--- config.mk ---
export PLATFORM = sky130hd
export DESIGN_NAME = rr_arbiter
export DESIGN_NICKNAME = d
export VERILOG_FILES = /design/src/include/scratchpad_pkg.sv /design/src/rr_arbiter.sv
export SDC_FILE = /design/constraint.sdc
export NUM_CORES = 1
export LEC_CHECK = 0
export BUFFER_PORTS_ARGS = -buffer_cell sky130_fd_sc_hd__buf_4
export CAP_MARGIN = 20
export CELL_PAD_IN_SITES_DETAIL_PLACEMENT = 1
export CELL_PAD_IN_SITES_GLOBAL_PLACEMENT = 1
export CORE_ASPECT_RATIO = 1.25
export CORE_UTILIZATION = 14
export DETAILED_ROUTE_END_ITERATION = 10
export GPL_ROUTABILITY_DRIVEN = 1
export MAX_ROUTING_LAYER = met4
export PLACE_DENSITY = 0.93
export SLEW_MARGIN = 20
export SYNTH_ARGS = -nofsm -noshare
export SYNTH_HDL_FRONTEND = slang
export SYNTH_SLANG_ARGS = --single-unit
--- constraint.sdc ---
create_clock -name dst_clk_i -period 2.7 [get_ports dst_clk_i]
set_clock_uncertainty 0.15 [all_clocks]
set_input_delay 0.675 -clock dst_clk_i [delete_from_list [all_inputs] [get_ports dst_clk_i]]
set_output_delay 0.675 -clock dst_clk_i [all_outputs]
set_load 0.02 [all_outputs]
--- src/include/scratchpad_pkg.sv ---
// Scratchpad package
// Word widths and the payload types shared by the port bridges, the arbiter
// and the memory bank
`default_nettype none

package scratchpad_pkg;

  // Word address width, 256 words in all
  localparam int unsigned AddrWidth = 8;
  // Width of one data word
  localparam int unsigned DataWidth = 32;
  // Width of the port tag carried with a command and its response
  localparam int unsigned PortIdxWidth = 1;

  // Command as issued by a requester, 41 bits
  typedef struct packed {
    logic                 we;
    logic [AddrWidth-1:0] addr;
    logic [DataWidth-1:0] wdata;
  } req_t;

  // Response word returned to the requester
  typedef struct packed {
    logic [DataWidth-1:0] data;
  } rsp_t;

  // Command with the index of the port that issued it
  typedef struct packed {
    logic [PortIdxWidth-1:0] port;
    req_t                    req;
  } tagged_req_t;

  // Response with the index of the port it belongs to
  typedef struct packed {
    logic [PortIdxWidth-1:0] port;
    rsp_t                    rsp;
  } tagged_rsp_t;

endpackage

`default_nettype wire

--- src/rr_arbiter.sv ---
// Round-robin arbiter
// Picks one port's request per memory cycle for the single-ported bank and
// tags it with the port index. The grant is combinational and the priority
// pointer moves past each granted port
`timescale 1ns/1ps
`default_nettype none

module rr_arbiter #(
  parameter int unsigned NumPorts = 2
) (
  input  logic                        dst_clk_i,
  input  logic                        rst_n_i,
  input  logic [NumPorts-1:0]         req_valid_i,
  input  scratchpad_pkg::req_t        req_i [NumPorts],
  output logic [NumPorts-1:0]         req_ready_o,
  output logic                        cmd_valid_o,
  output scratchpad_pkg::tagged_req_t cmd_o
);
  import scratchpad_pkg::*;

  // Index width, kept at one bit for a single port
  localparam int unsigned IdxWidth = (NumPorts > 1) ? $clog2(NumPorts) : 1;

  logic [IdxWidth-1:0] prio_q;
  logic [IdxWidth-1:0] grant_idx;
  logic [NumPorts-1:0] grant;
  logic                found;

  // Scan the ports starting at the priority pointer
  // The first valid request wins
  always_comb begin
    int unsigned cand;
    grant     = '0;
    grant_idx = '0;
    found     = 1'b0;
    cand      = 0;
    for (int unsigned off = 0; off < NumPorts; off++) begin
      cand = (32'(prio_q) + off) % NumPorts;
      if (!found && req_valid_i[cand]) begin
        found           = 1'b1;
        grant[cand]     = 1'b1;
        grant_idx       = IdxWidth'(cand);
      end
    end
  end

  // The bank accepts a command every cycle, so a grant is a transfer
  always_ff @(posedge dst_clk_i) begin
    if (!rst_n_i) begin
      prio_q <= '0;
    end else if (found) begin
      // The port after the winner has priority next time
      if (grant_idx == IdxWidth'(NumPorts - 1)) begin
        prio_q <= '0;
      end else begin
        prio_q <= grant_idx + 1'b1;
      end
    end
  end

  // Only the granted port sees ready
  assign req_ready_o = grant;
  assign cmd_valid_o = found;

  // Forward the winning request with its port tag
  assign cmd_o.port = PortIdxWidth'(grant_idx);
  assign cmd_o.req  = req_i[grant_idx];

  // At most one port is granted per memory cycle
  assert property (@(posedge dst_clk_i) disable iff (!rst_n_i)
    $onehot0(grant))
    else $error("grant is not one-hot");

  // A grant only goes to a port that raised valid
  assert property (@(posedge dst_clk_i) disable iff (!rst_n_i)
    (grant & ~req_valid_i) == '0)
    else $error("grant given to an idle port");

endmodule

`default_nettype wire

**After elaboration in Yosys (flattened, before gate mapping)**

Cells that the tools add are included.

- Add/sub/neg operators: 2
- Multipliers: 0
- Div/mod/pow operators: 0
- Order comparisons: 5
- Eq/ne operators: 0
- Shifts and indexed selects: 0
- Multiplexer cells: 18
- Bitwise gates (word level): 2
- Reductions and logical operators: 4

Operators by type and width:

| kind | count |
|---|---|
| $mux W41 | 3 |
| $mux W1 | 11 |
| $lt A1 B2 Y1 const B | 2 |
| $mux W2 | 2 |
| $logic_and A1 B1 Y1 | 3 |
| $add A1 B1 Y1 const B | 2 |
| $demux W1 S1 | 2 |
| $ge A1 B1 Y1 const B | 2 |
| $ge A2 B2 Y1 const B | 1 |
| $not A1 Y2 | 1 |
| $or A2 B2 Y2 | 1 |
| $logic_not A1 Y1 | 1 |

- Register bits: 1
- Bits in latches: 0
- Bits in writable memories: 0
- Bits in read-only memories: 0
- Input port bits: 86
- Output and inout port bits: 45
- Word-level logic and storage cells: 32
- Memories: 0

**Longest topological paths before layout**

Gate-level depths: netlist of the first run.

- Depth after elaboration: 10
- Mapped depth: 5
- Mapped depth without buffers: 3

**Worst setup path before layout of the first run**

Ideal clock, no wire load.

- Path type: input -> output
- Start: input req_valid_i[0]
- End: output cmd_o[0] in the netlist's numbering
- Arrival time: 1.544 ns
- Required time: 1.875 ns
- Path slack: 0.331 ns
- Cell stages on the path: 4
- Buffers on the path: 1
- Cell sequence: inv_1 -> o21ai_4 -> clkbuf_8 -> mux2_2

RTL lines:

| item | line | RTL |
|---|---|---|
| from (decl) | rr_arbiter.sv:13 | `input logic [NumPorts-1:0] req_valid_i,` |
| to (decl) | rr_arbiter.sv:17 | `output scratchpad_pkg::tagged_req_t cmd_o` |

==> results of run 1 <==
[worst reg2reg max path, stage by stage, from the launching register on]
cell,delay [ps]
dfxtp_1,400
o21ai_0,120
a21oi_1,110
[final cells by class]
cell class | count | area share, %
inverters | 3 | 0.697
multi-input cells | 46 | 30.9
flip-flops and latches | 1 | 1.24
well taps | 56 | 4.33
repair buffers | 132 | 62.8
[through the flow]
step           hold WS, ps  setup slack [ps]  power [mW]  std cells  cell area (um2)
2_1_floorplan          327               331       0.187         55              591
3_3_place_gp           343               150       0.366        238             1620
3_5_place_dp           355               130       0.374        238             1620
4_1_cts                357               128       0.375        238             1620
5_1_grt                370              83.8       0.389        238             1620
6_report               358               137       0.370        238             1620
[routing by layer]
layer | vias up | part of all wire [%] | global-route usage [%] | wire length (um)
met5 | - | 0 | - | 0
met4 | 0 | 0 | 0 | 0
met3 | 0 | 8.5 | 0.515 | 249
met2 | 65 | 62 | 24.3 | 1810
met1 | 438 | 30 | 9.95 | 876
li1 | 456 | - | - | -
[logic make-up (layout without fill, tap and decap cells)]
kind of cell           after synthesis  in the layout  share of synthesized area, %
muxes                               41             41                          78.2
buffers and inverters                8            135                          12.1
AOI/OAI and AO/OA                    4              4                          5.30
DFF                                  1              1                          3.39
and+or+nand+nor                      1              1                          1.06
[power by group through the flow]
stage                     logic, mW  registers [mW]  clock network, mW
after detailed placement      0.356          0.0181                  0
final                         0.352          0.0181                  0
after global routing          0.371          0.0181                  0
after floorplan               0.170          0.0178                  0
after CTS                     0.357          0.0181                  0
after global placement        0.348          0.0179                  0
[Yosys cell counts]
cell type   n
buf_6       1
dfxtp_1     1
mux2_2     38
a21oi_1     2
mux2_1      3
clkbuf_8    3
or2_2       1
buf_4       1
o21ai_4     1
inv_1       3
o21ai_0     1
[worst paths after layout]
kind | start | end | slack (ps) | cells after the start
setup / recovery | req_valid_i[0] | cmd_o[2] | 140 | 6
hold reg to reg | prio_q$_SDFFE_PN0P_ | prio_q$_SDFFE_PN0P_ | 360 | 1
hold / removal | prio_q$_SDFFE_PN0P_ | prio_q$_SDFFE_PN0P_ | 360 | 1
setup reg to reg | prio_q$_SDFFE_PN0P_ | prio_q$_SDFFE_PN0P_ | 1850 | 2
==> metrics, run 1 <==
GP Congestion 0.711; Post-Syn Nets 141; largest reg by FF count prio_q; Comb power frac between 90% and 100%; register area share after synthesis 3.39%; IO Port Bufs 130; max reg flops 1; CP endpoint kind output pin; Pins Over Slew Limit 0; post-CTS resize count 0; Worst Path Max Fanout 24; Core Util, Final about two fifths; Distinct cells, synth 11; Int Power roughly 0.22 mW; YS warnings 0; largest net degree at the start of global routing 25; Slowest-stage cell, CP mux2_2; Fmax achieved 0.390 GHz; Ports around 130; drt first-iter violations 2; Core ar. approximately 0.0041 mm2; # fillers 514; Final setup viols 0; first-pass GRT wire length 3680 um; register bit count reported by yosys 1; area occupied by registers 20.0 um2; cell mode on critical path buf_4; top-area cell type share of the netlist area 72.5%; postcts setup bufs 0; number of global-route vias before repair 907; DRT Pass-1 Iters 4; P&R area growth vs syn 174%; Seq pwr share under 10%; Hold Fails Final Rpt 0; die footprint 0.00448 mm2; area leader, netlist mux2_2; Overflow after GRT 0; area occupied by multi-input gates roughly 500 um2; routed len/inst ~12 um; P per Cell Area 229 mW/mm2; TNS Setup 0 ps; worst path arrival time 1740 ps; peak supply drop 0.138 mV; drt via density 4.03; ANT cells 0; Net Sw Power 0.148 mW; Largest regs prio_q (1); status completed; Slew @ Worst Pin 194 ps; CTS Hold Buffers Added 0; gr usage total 10.8%; CP Buf/Inv Count 4; NumNets Final 270; critical path class in -> out; ANT nets after route 0; commonest non-fill, non-tap cell in the layout buf_4; leakage power 0.849 nW; clock-pin slew on the worst setup and hold paths 0 ps; RSZ-0062 raised after global routing no; antenna violations before repair 0; Max stage delay on crit path 360 ps; FP Rows 26; Max-Cap Viols 0; crit share post-route approximately 95%; Synth area leaders mux2_2 (72%), clkbuf_8 (7.0%), mux2_1 (5.7%); Initial Util 14.5%; switching power share of the total about two fifths; Post-Syn Area 591 um2; CP Cell Sequence buf_4 > inv_1 > o21ai_4 > buf_12 > mux2_2 > buf_4; CP top delay family buffers and inverters; most frequent cells in the layout buf_4 (130), mux2_2 (38), inv_1 (3), mux2_1 (3); residual DRC count 0; Chip Height 74.6 um; ratio of cells with drive above 1 in the final layout 94.5%; fin crit period about 2600 ps; Hold Crit Class reg -> reg; Gate Count Post-Synth 55; Syn Area/Cell 10.7 um2; startpoint types input port; dpl hpwl 2660 um; via count 959; max_slew headroom 87.0%; Clk pwr share 0%; critical path data required time 1880 ps; Routed WL slightly below 3000 um; clk_lat worst skew 0 ps; die width 60.1 um
(Power assumes the default switching activity.)
==> run 2: changes to the inputs <==
CORE_ASPECT_RATIO = 1.5   (was 1.25)
SLEW_MARGIN = unset   (was 20)
==> run 2 against run 1 <==
Effect of this change:
- core utilization grew 0.38 points
- first-iteration DRC count grew to 5.5 times the previous value
- final cell count decreased by 4.6%
- sequential power barely moved
- sequential cell count did not move
- largest cell class unchanged
- largest power group unchanged
==> metrics, run 2 (synthesis results as in run 1) <==
Seq pwr share 4.9%; post-CTS resize count 0; WHS Endpoint prio_q$_SDFFE_PN0P_; CTS Hold Buffers Added 0; Final setup viols 0; TNS Setup 0 ps; RSZ-0062 raised after global routing no; routed len/inst 13.7 um; fin crit period between 2000 and 3000 ps; postcts setup bufs 0; largest net degree at the start of global routing 28; DRT Pass-1 Iters 2; status completed; Max-Cap Viols 0; hold path depth 1; via count 965; antenna violations before repair 0; Worst Path Max Fanout 27; critical path data required time approximately 1900 ps; busiest grt layer met2; clock-pin slew on the worst setup and hold paths 0 ps; ratio of cells with drive above 1 in the final layout 94.5%; r2r startpoint prio_q$_SDFFE_PN0P_; Slowest-stage cell, CP mux2_2; residual DRC count 0; Overflow after GRT 0; switching power share of the total 40.3%; gr usage total approximately an eighth; critical path class in -> out; NumNets Final 270; Max stage delay on crit path 360 ps; Clk pwr share 0%; first-pass GRT wire length 4040 um; Int Power around 0.22 mW; P&R area growth vs syn 171%; pre-CTS WS 98.7 ps; reg2reg setup slack 1830 ps; number of global-route vias before repair 917; die footprint 0.00449 mm2; commonest non-fill, non-tap cell in the layout buf_4; drt via density approximately 4.3; Fmax achieved 0.386 GHz; Core ar. 0.00399 mm2; crit share post-route a little over nine tenths; die width 55.0 um; setup ws final 108 ps; HP Start prio_q$_SDFFE_PN0P_; cell mode on critical path buf_4; cells on worst reg2reg path 2; GP Congestion 0.636; Chip Height 81.5 um; largest reg by FF count prio_q; Hold Fails Final Rpt 0; Comb power frac 95.1%; worst path arrival time 1770 ps; Slew @ Worst Pin 195 ps; leakage power 0.849 nW; clk_lat worst skew 0 ps; Largest regs prio_q (1); Hold Crit Class reg -> reg; FP Rows 28; startpoint types input port; max_slew headroom 86.9%; P per Cell Area 232 mW/mm2; max reg flops 1; CP endpoint kind output pin; most frequent cells in the layout buf_4 (130), mux2_2 (38), inv_1 (3), mux2_1 (3); Ports 131; Initial Util 14.8%; FF-to-FF End prio_q$_SDFFE_PN0P_; met3 GRT Util 2.78%; grt met1 use a little under an eighth; peak supply drop 0.116 mV; drt first-iter violations 11; met2 usage roughly a quarter; IO Port Bufs 130; Net Sw Power around 0.15 mW; Routed WL 3120 um; ANT nets after route 0; Pins Over Slew Limit 0; ANT cells 0; dpl hpwl 2750 um; CP Cell Sequence buf_4 > inv_1 > o21ai_4 > buf_12 > mux2_2 > buf_4
-- run 2: area by class of cell --
class / instances / area, um2
well taps: 45 / 56.3
repair buffers: 132 / 1020
flip-flops and latches: 1 / 20.0
multi-input cells: 46 / 499
inverters: 3 / 11.3
fillers: 494 / 2390
-- run 2: worst max-delay path: cells and delay by family --
| kind | cells | cell delay (ps) |
|---|---|---|
| mux | 1 | 360 |
| buf+inv | 4 | 520 |
| compound gates | 1 | 190 |
-- run 2: power groups by stage --
stage	combinational [mW]	clock, mW	sequential, mW
finish	0.354	0	0.0181
global placement	0.351	0	0.0180
global route	0.377	0	0.0186
floorplan	0.170	0	0.0178
CTS	0.359	0	0.0181
detailed placement	0.358	0	0.0181
-- run 2: how the worst max path moves through the flow --
| stage | endpoint | cells after the start | startpoint | slack [ps] |
|---|---|---|---|---|
| global placement | cmd_o[19] | 6 | req_valid_i[0] | 120 |
| CTS | cmd_o[19] | 6 | req_valid_i[0] | 100 |
| global route | cmd_o[19] | 6 | req_valid_i[0] | 60 |
| finish | cmd_o[22] | 6 | req_valid_i[0] | 110 |
| floorplan | cmd_o[0] | 4 | req_valid_i[0] | 330 |
| detailed placement | cmd_o[19] | 6 | req_valid_i[0] | 100 |
-- run 2: metal layers --
layer / vias up / share of wire (%) / routed length [um]
li1: 457 / - / -
met1: 442 / 28 / 882
met2: 66 / 59 / 1840
met3: 0 / 13 / 393
met4: 0 / 0 / 0
met5: - / 0 / 0
-- run 2: through the flow --
stage	instances	utilization [%]	cell area [um2]	hold slack, ps	power, mW
2_1_floorplan	55	-	591	327	0.187
5_1_grt	227	40.1	1600	393	0.396
3_3_place_gp	227	40.1	1600	350	0.369
3_5_place_dp	227	40.1	1600	360	0.376
4_1_cts	227	40.1	1600	362	0.377
6_report	227	40.1	1600	353	0.372
==> run 3: changes to the inputs <==
GPL_TIMING_DRIVEN = 0   (was unset)
==> run 3 against run 2 <==
Effect of this change:
- total power increased by 1.4%
- critical path type unchanged
- critical path depth is the same
- cell area grew 2.2%
- setup slack got worse by 49 ps
- core utilization is 0.88 points higher
- via count rose by 2.9%
- first-iteration DRC count fell by 100%
==> metrics, run 3 (synthesis results as in run 1) <==
placed instance count 230; Int Power between 0.2 and 0.25 mW; CP endpoint kind output pin; dpl hpwl 2810 um; via count 993; CP Capture Point cmd_o[19]; ANT cells 0; routed len/inst 13.6 um; Clk pwr share 0%; die footprint 0.00449 mm2; reg2reg setup slack 1840 ps; Core Util, Final 41.0%; RSZ-0062 raised after global routing yes; Core ar. 0.00399 mm2; die width 55.0 um; Fmax achieved 0.379 GHz; area occupied by multi-input gates 499 um2; ANT nets after route 0; Worst Hold Slack 351 ps; Ports about 130; Worst Path Max Fanout 10; Initial Util 14.8%; clk_lat worst skew 0 ps; Largest regs prio_q (1); worst path arrival time 1820 ps; number of global-route vias before repair approximately 960; critical path data required time between 1500 and 2000 ps; Routed WL ~3200 um; Placement Cell Area 0.00162 mm2; antenna violations before repair 0; startpoint types input port; Power, Total between 0.3 and 0.4 mW; TNS Setup 0 ps; commonest non-fill, non-tap cell in the layout buf_4; # fillers 492; largest net degree at the start of global routing 11; switching power share of the total 39.9%; max reg flops 1; Seq pwr share approximately 4.8%; ratio of cells with drive above 1 in the final layout 94.7%; Hold Fails Final Rpt 0; clock-pin slew on the worst setup and hold paths 0 ps; Final setup viols 0; NumNets Final 275; P per Cell Area 230 mW/mm2; leakage power 0.872 nW; Slowest-stage cell, CP mux2_2; Chip Height ~82 um; Non-Filler Instances 232; Post-Layout Inst Area roughly 0.0016 mm2; drt first-iter violations 0; crit share post-route 97.8%; r2r startpoint prio_q$_SDFFE_PN0P_; Overflow after GRT 0; Max-Cap Viols 0; P&R area growth vs syn 177%; gr usage total 12.1%; drt via density 4.28; Slew @ Worst Pin 245 ps; Max stage delay on crit path around 350 ps; fin crit period roughly 2600 ps; FP Rows 28; Pins Over Slew Limit 0; status completed; max_slew headroom around 84%; first-pass GRT wire length 4000 um; residual DRC count 0; largest reg by FF count prio_q; pre-CTS WS 13.2 ps; area occupied by registers 20.0 um2; FF-to-FF End prio_q$_SDFFE_PN0P_; CP Cell Sequence buf_4 > inv_1 > o21ai_4 > clkbuf_8 > mux2_2 > buf_4; GP Congestion 0.676; peak supply drop 0.102 mV; Hold Crit Class reg -> reg; cell mode on critical path buf_4; critical path launch point req_valid_i[0]; setup ws final ~60 ps; DRT Pass-1 Iters 1; Comb power frac 95.2%; critical path class in -> out; most frequent cells in the layout buf_4 (133), mux2_2 (38), inv_1 (3), mux2_1 (3), clkbuf_8 (3); Net Sw Power roughly 0.15 mW; IO Port Bufs 130; cells on worst reg2reg path 2
run 3: worst min path at each step:
stage	from	to	slack, ps	cells past startpoint
final	prio_q$_SDFFE_PN0P_	prio_q$_SDFFE_PN0P_	350	1
after global routing	prio_q$_SDFFE_PN0P_	prio_q$_SDFFE_PN0P_	400	1
after CTS	prio_q$_SDFFE_PN0P_	prio_q$_SDFFE_PN0P_	360	1
after detailed placement	prio_q$_SDFFE_PN0P_	prio_q$_SDFFE_PN0P_	360	1
after global placement	prio_q$_SDFFE_PN0P_	prio_q$_SDFFE_PN0P_	350	1
after floorplan	prio_q$_SDFFE_PN0P_	prio_q$_SDFFE_PN0P_	330	1
run 3: repair_timing:
action | in CTS | in global routing
setup endpoints to repair | 0 | 30
buffers inserted | 0 | 2
hold buffers | 0 | 0
endpoints found under the hold margin | 0 | 0
resized for setup | 0 | 0
run 3: final cells by class:
class | instances | share of cell area, %
repair buffers | 132 | 60.5
well taps | 45 | 3.44
multi-input cells | 46 | 30.5
plain buffers | 5 | 3.67
flip-flops and latches | 1 | 1.22
inverters | 3 | 0.688
run 3: power groups by stage:
stage               clock (mW)  combinational, mW  sequential, mW
detailed placement           0              0.361          0.0180
floorplan                    0              0.170          0.0178
global placement             0              0.354          0.0180
CTS                          0              0.362          0.0180
finish                       0              0.359          0.0180
global route                 0              0.384          0.0182
run 3: critical path, delay by kind of cell:
kind	cells	cell delay, ps
buffers and inverters	4	540
AOI/OAI and AO/OA	1	250
muxes	1	350
run 3: metal layers:
layer	vias to the layer above	global-route usage [%]	part of all wire, %
met3	0	2.78	14
met1	460	10.3	28
li1	467	-	-
met2	66	25.8	58
met4	0	0	0
met5	-	-	0
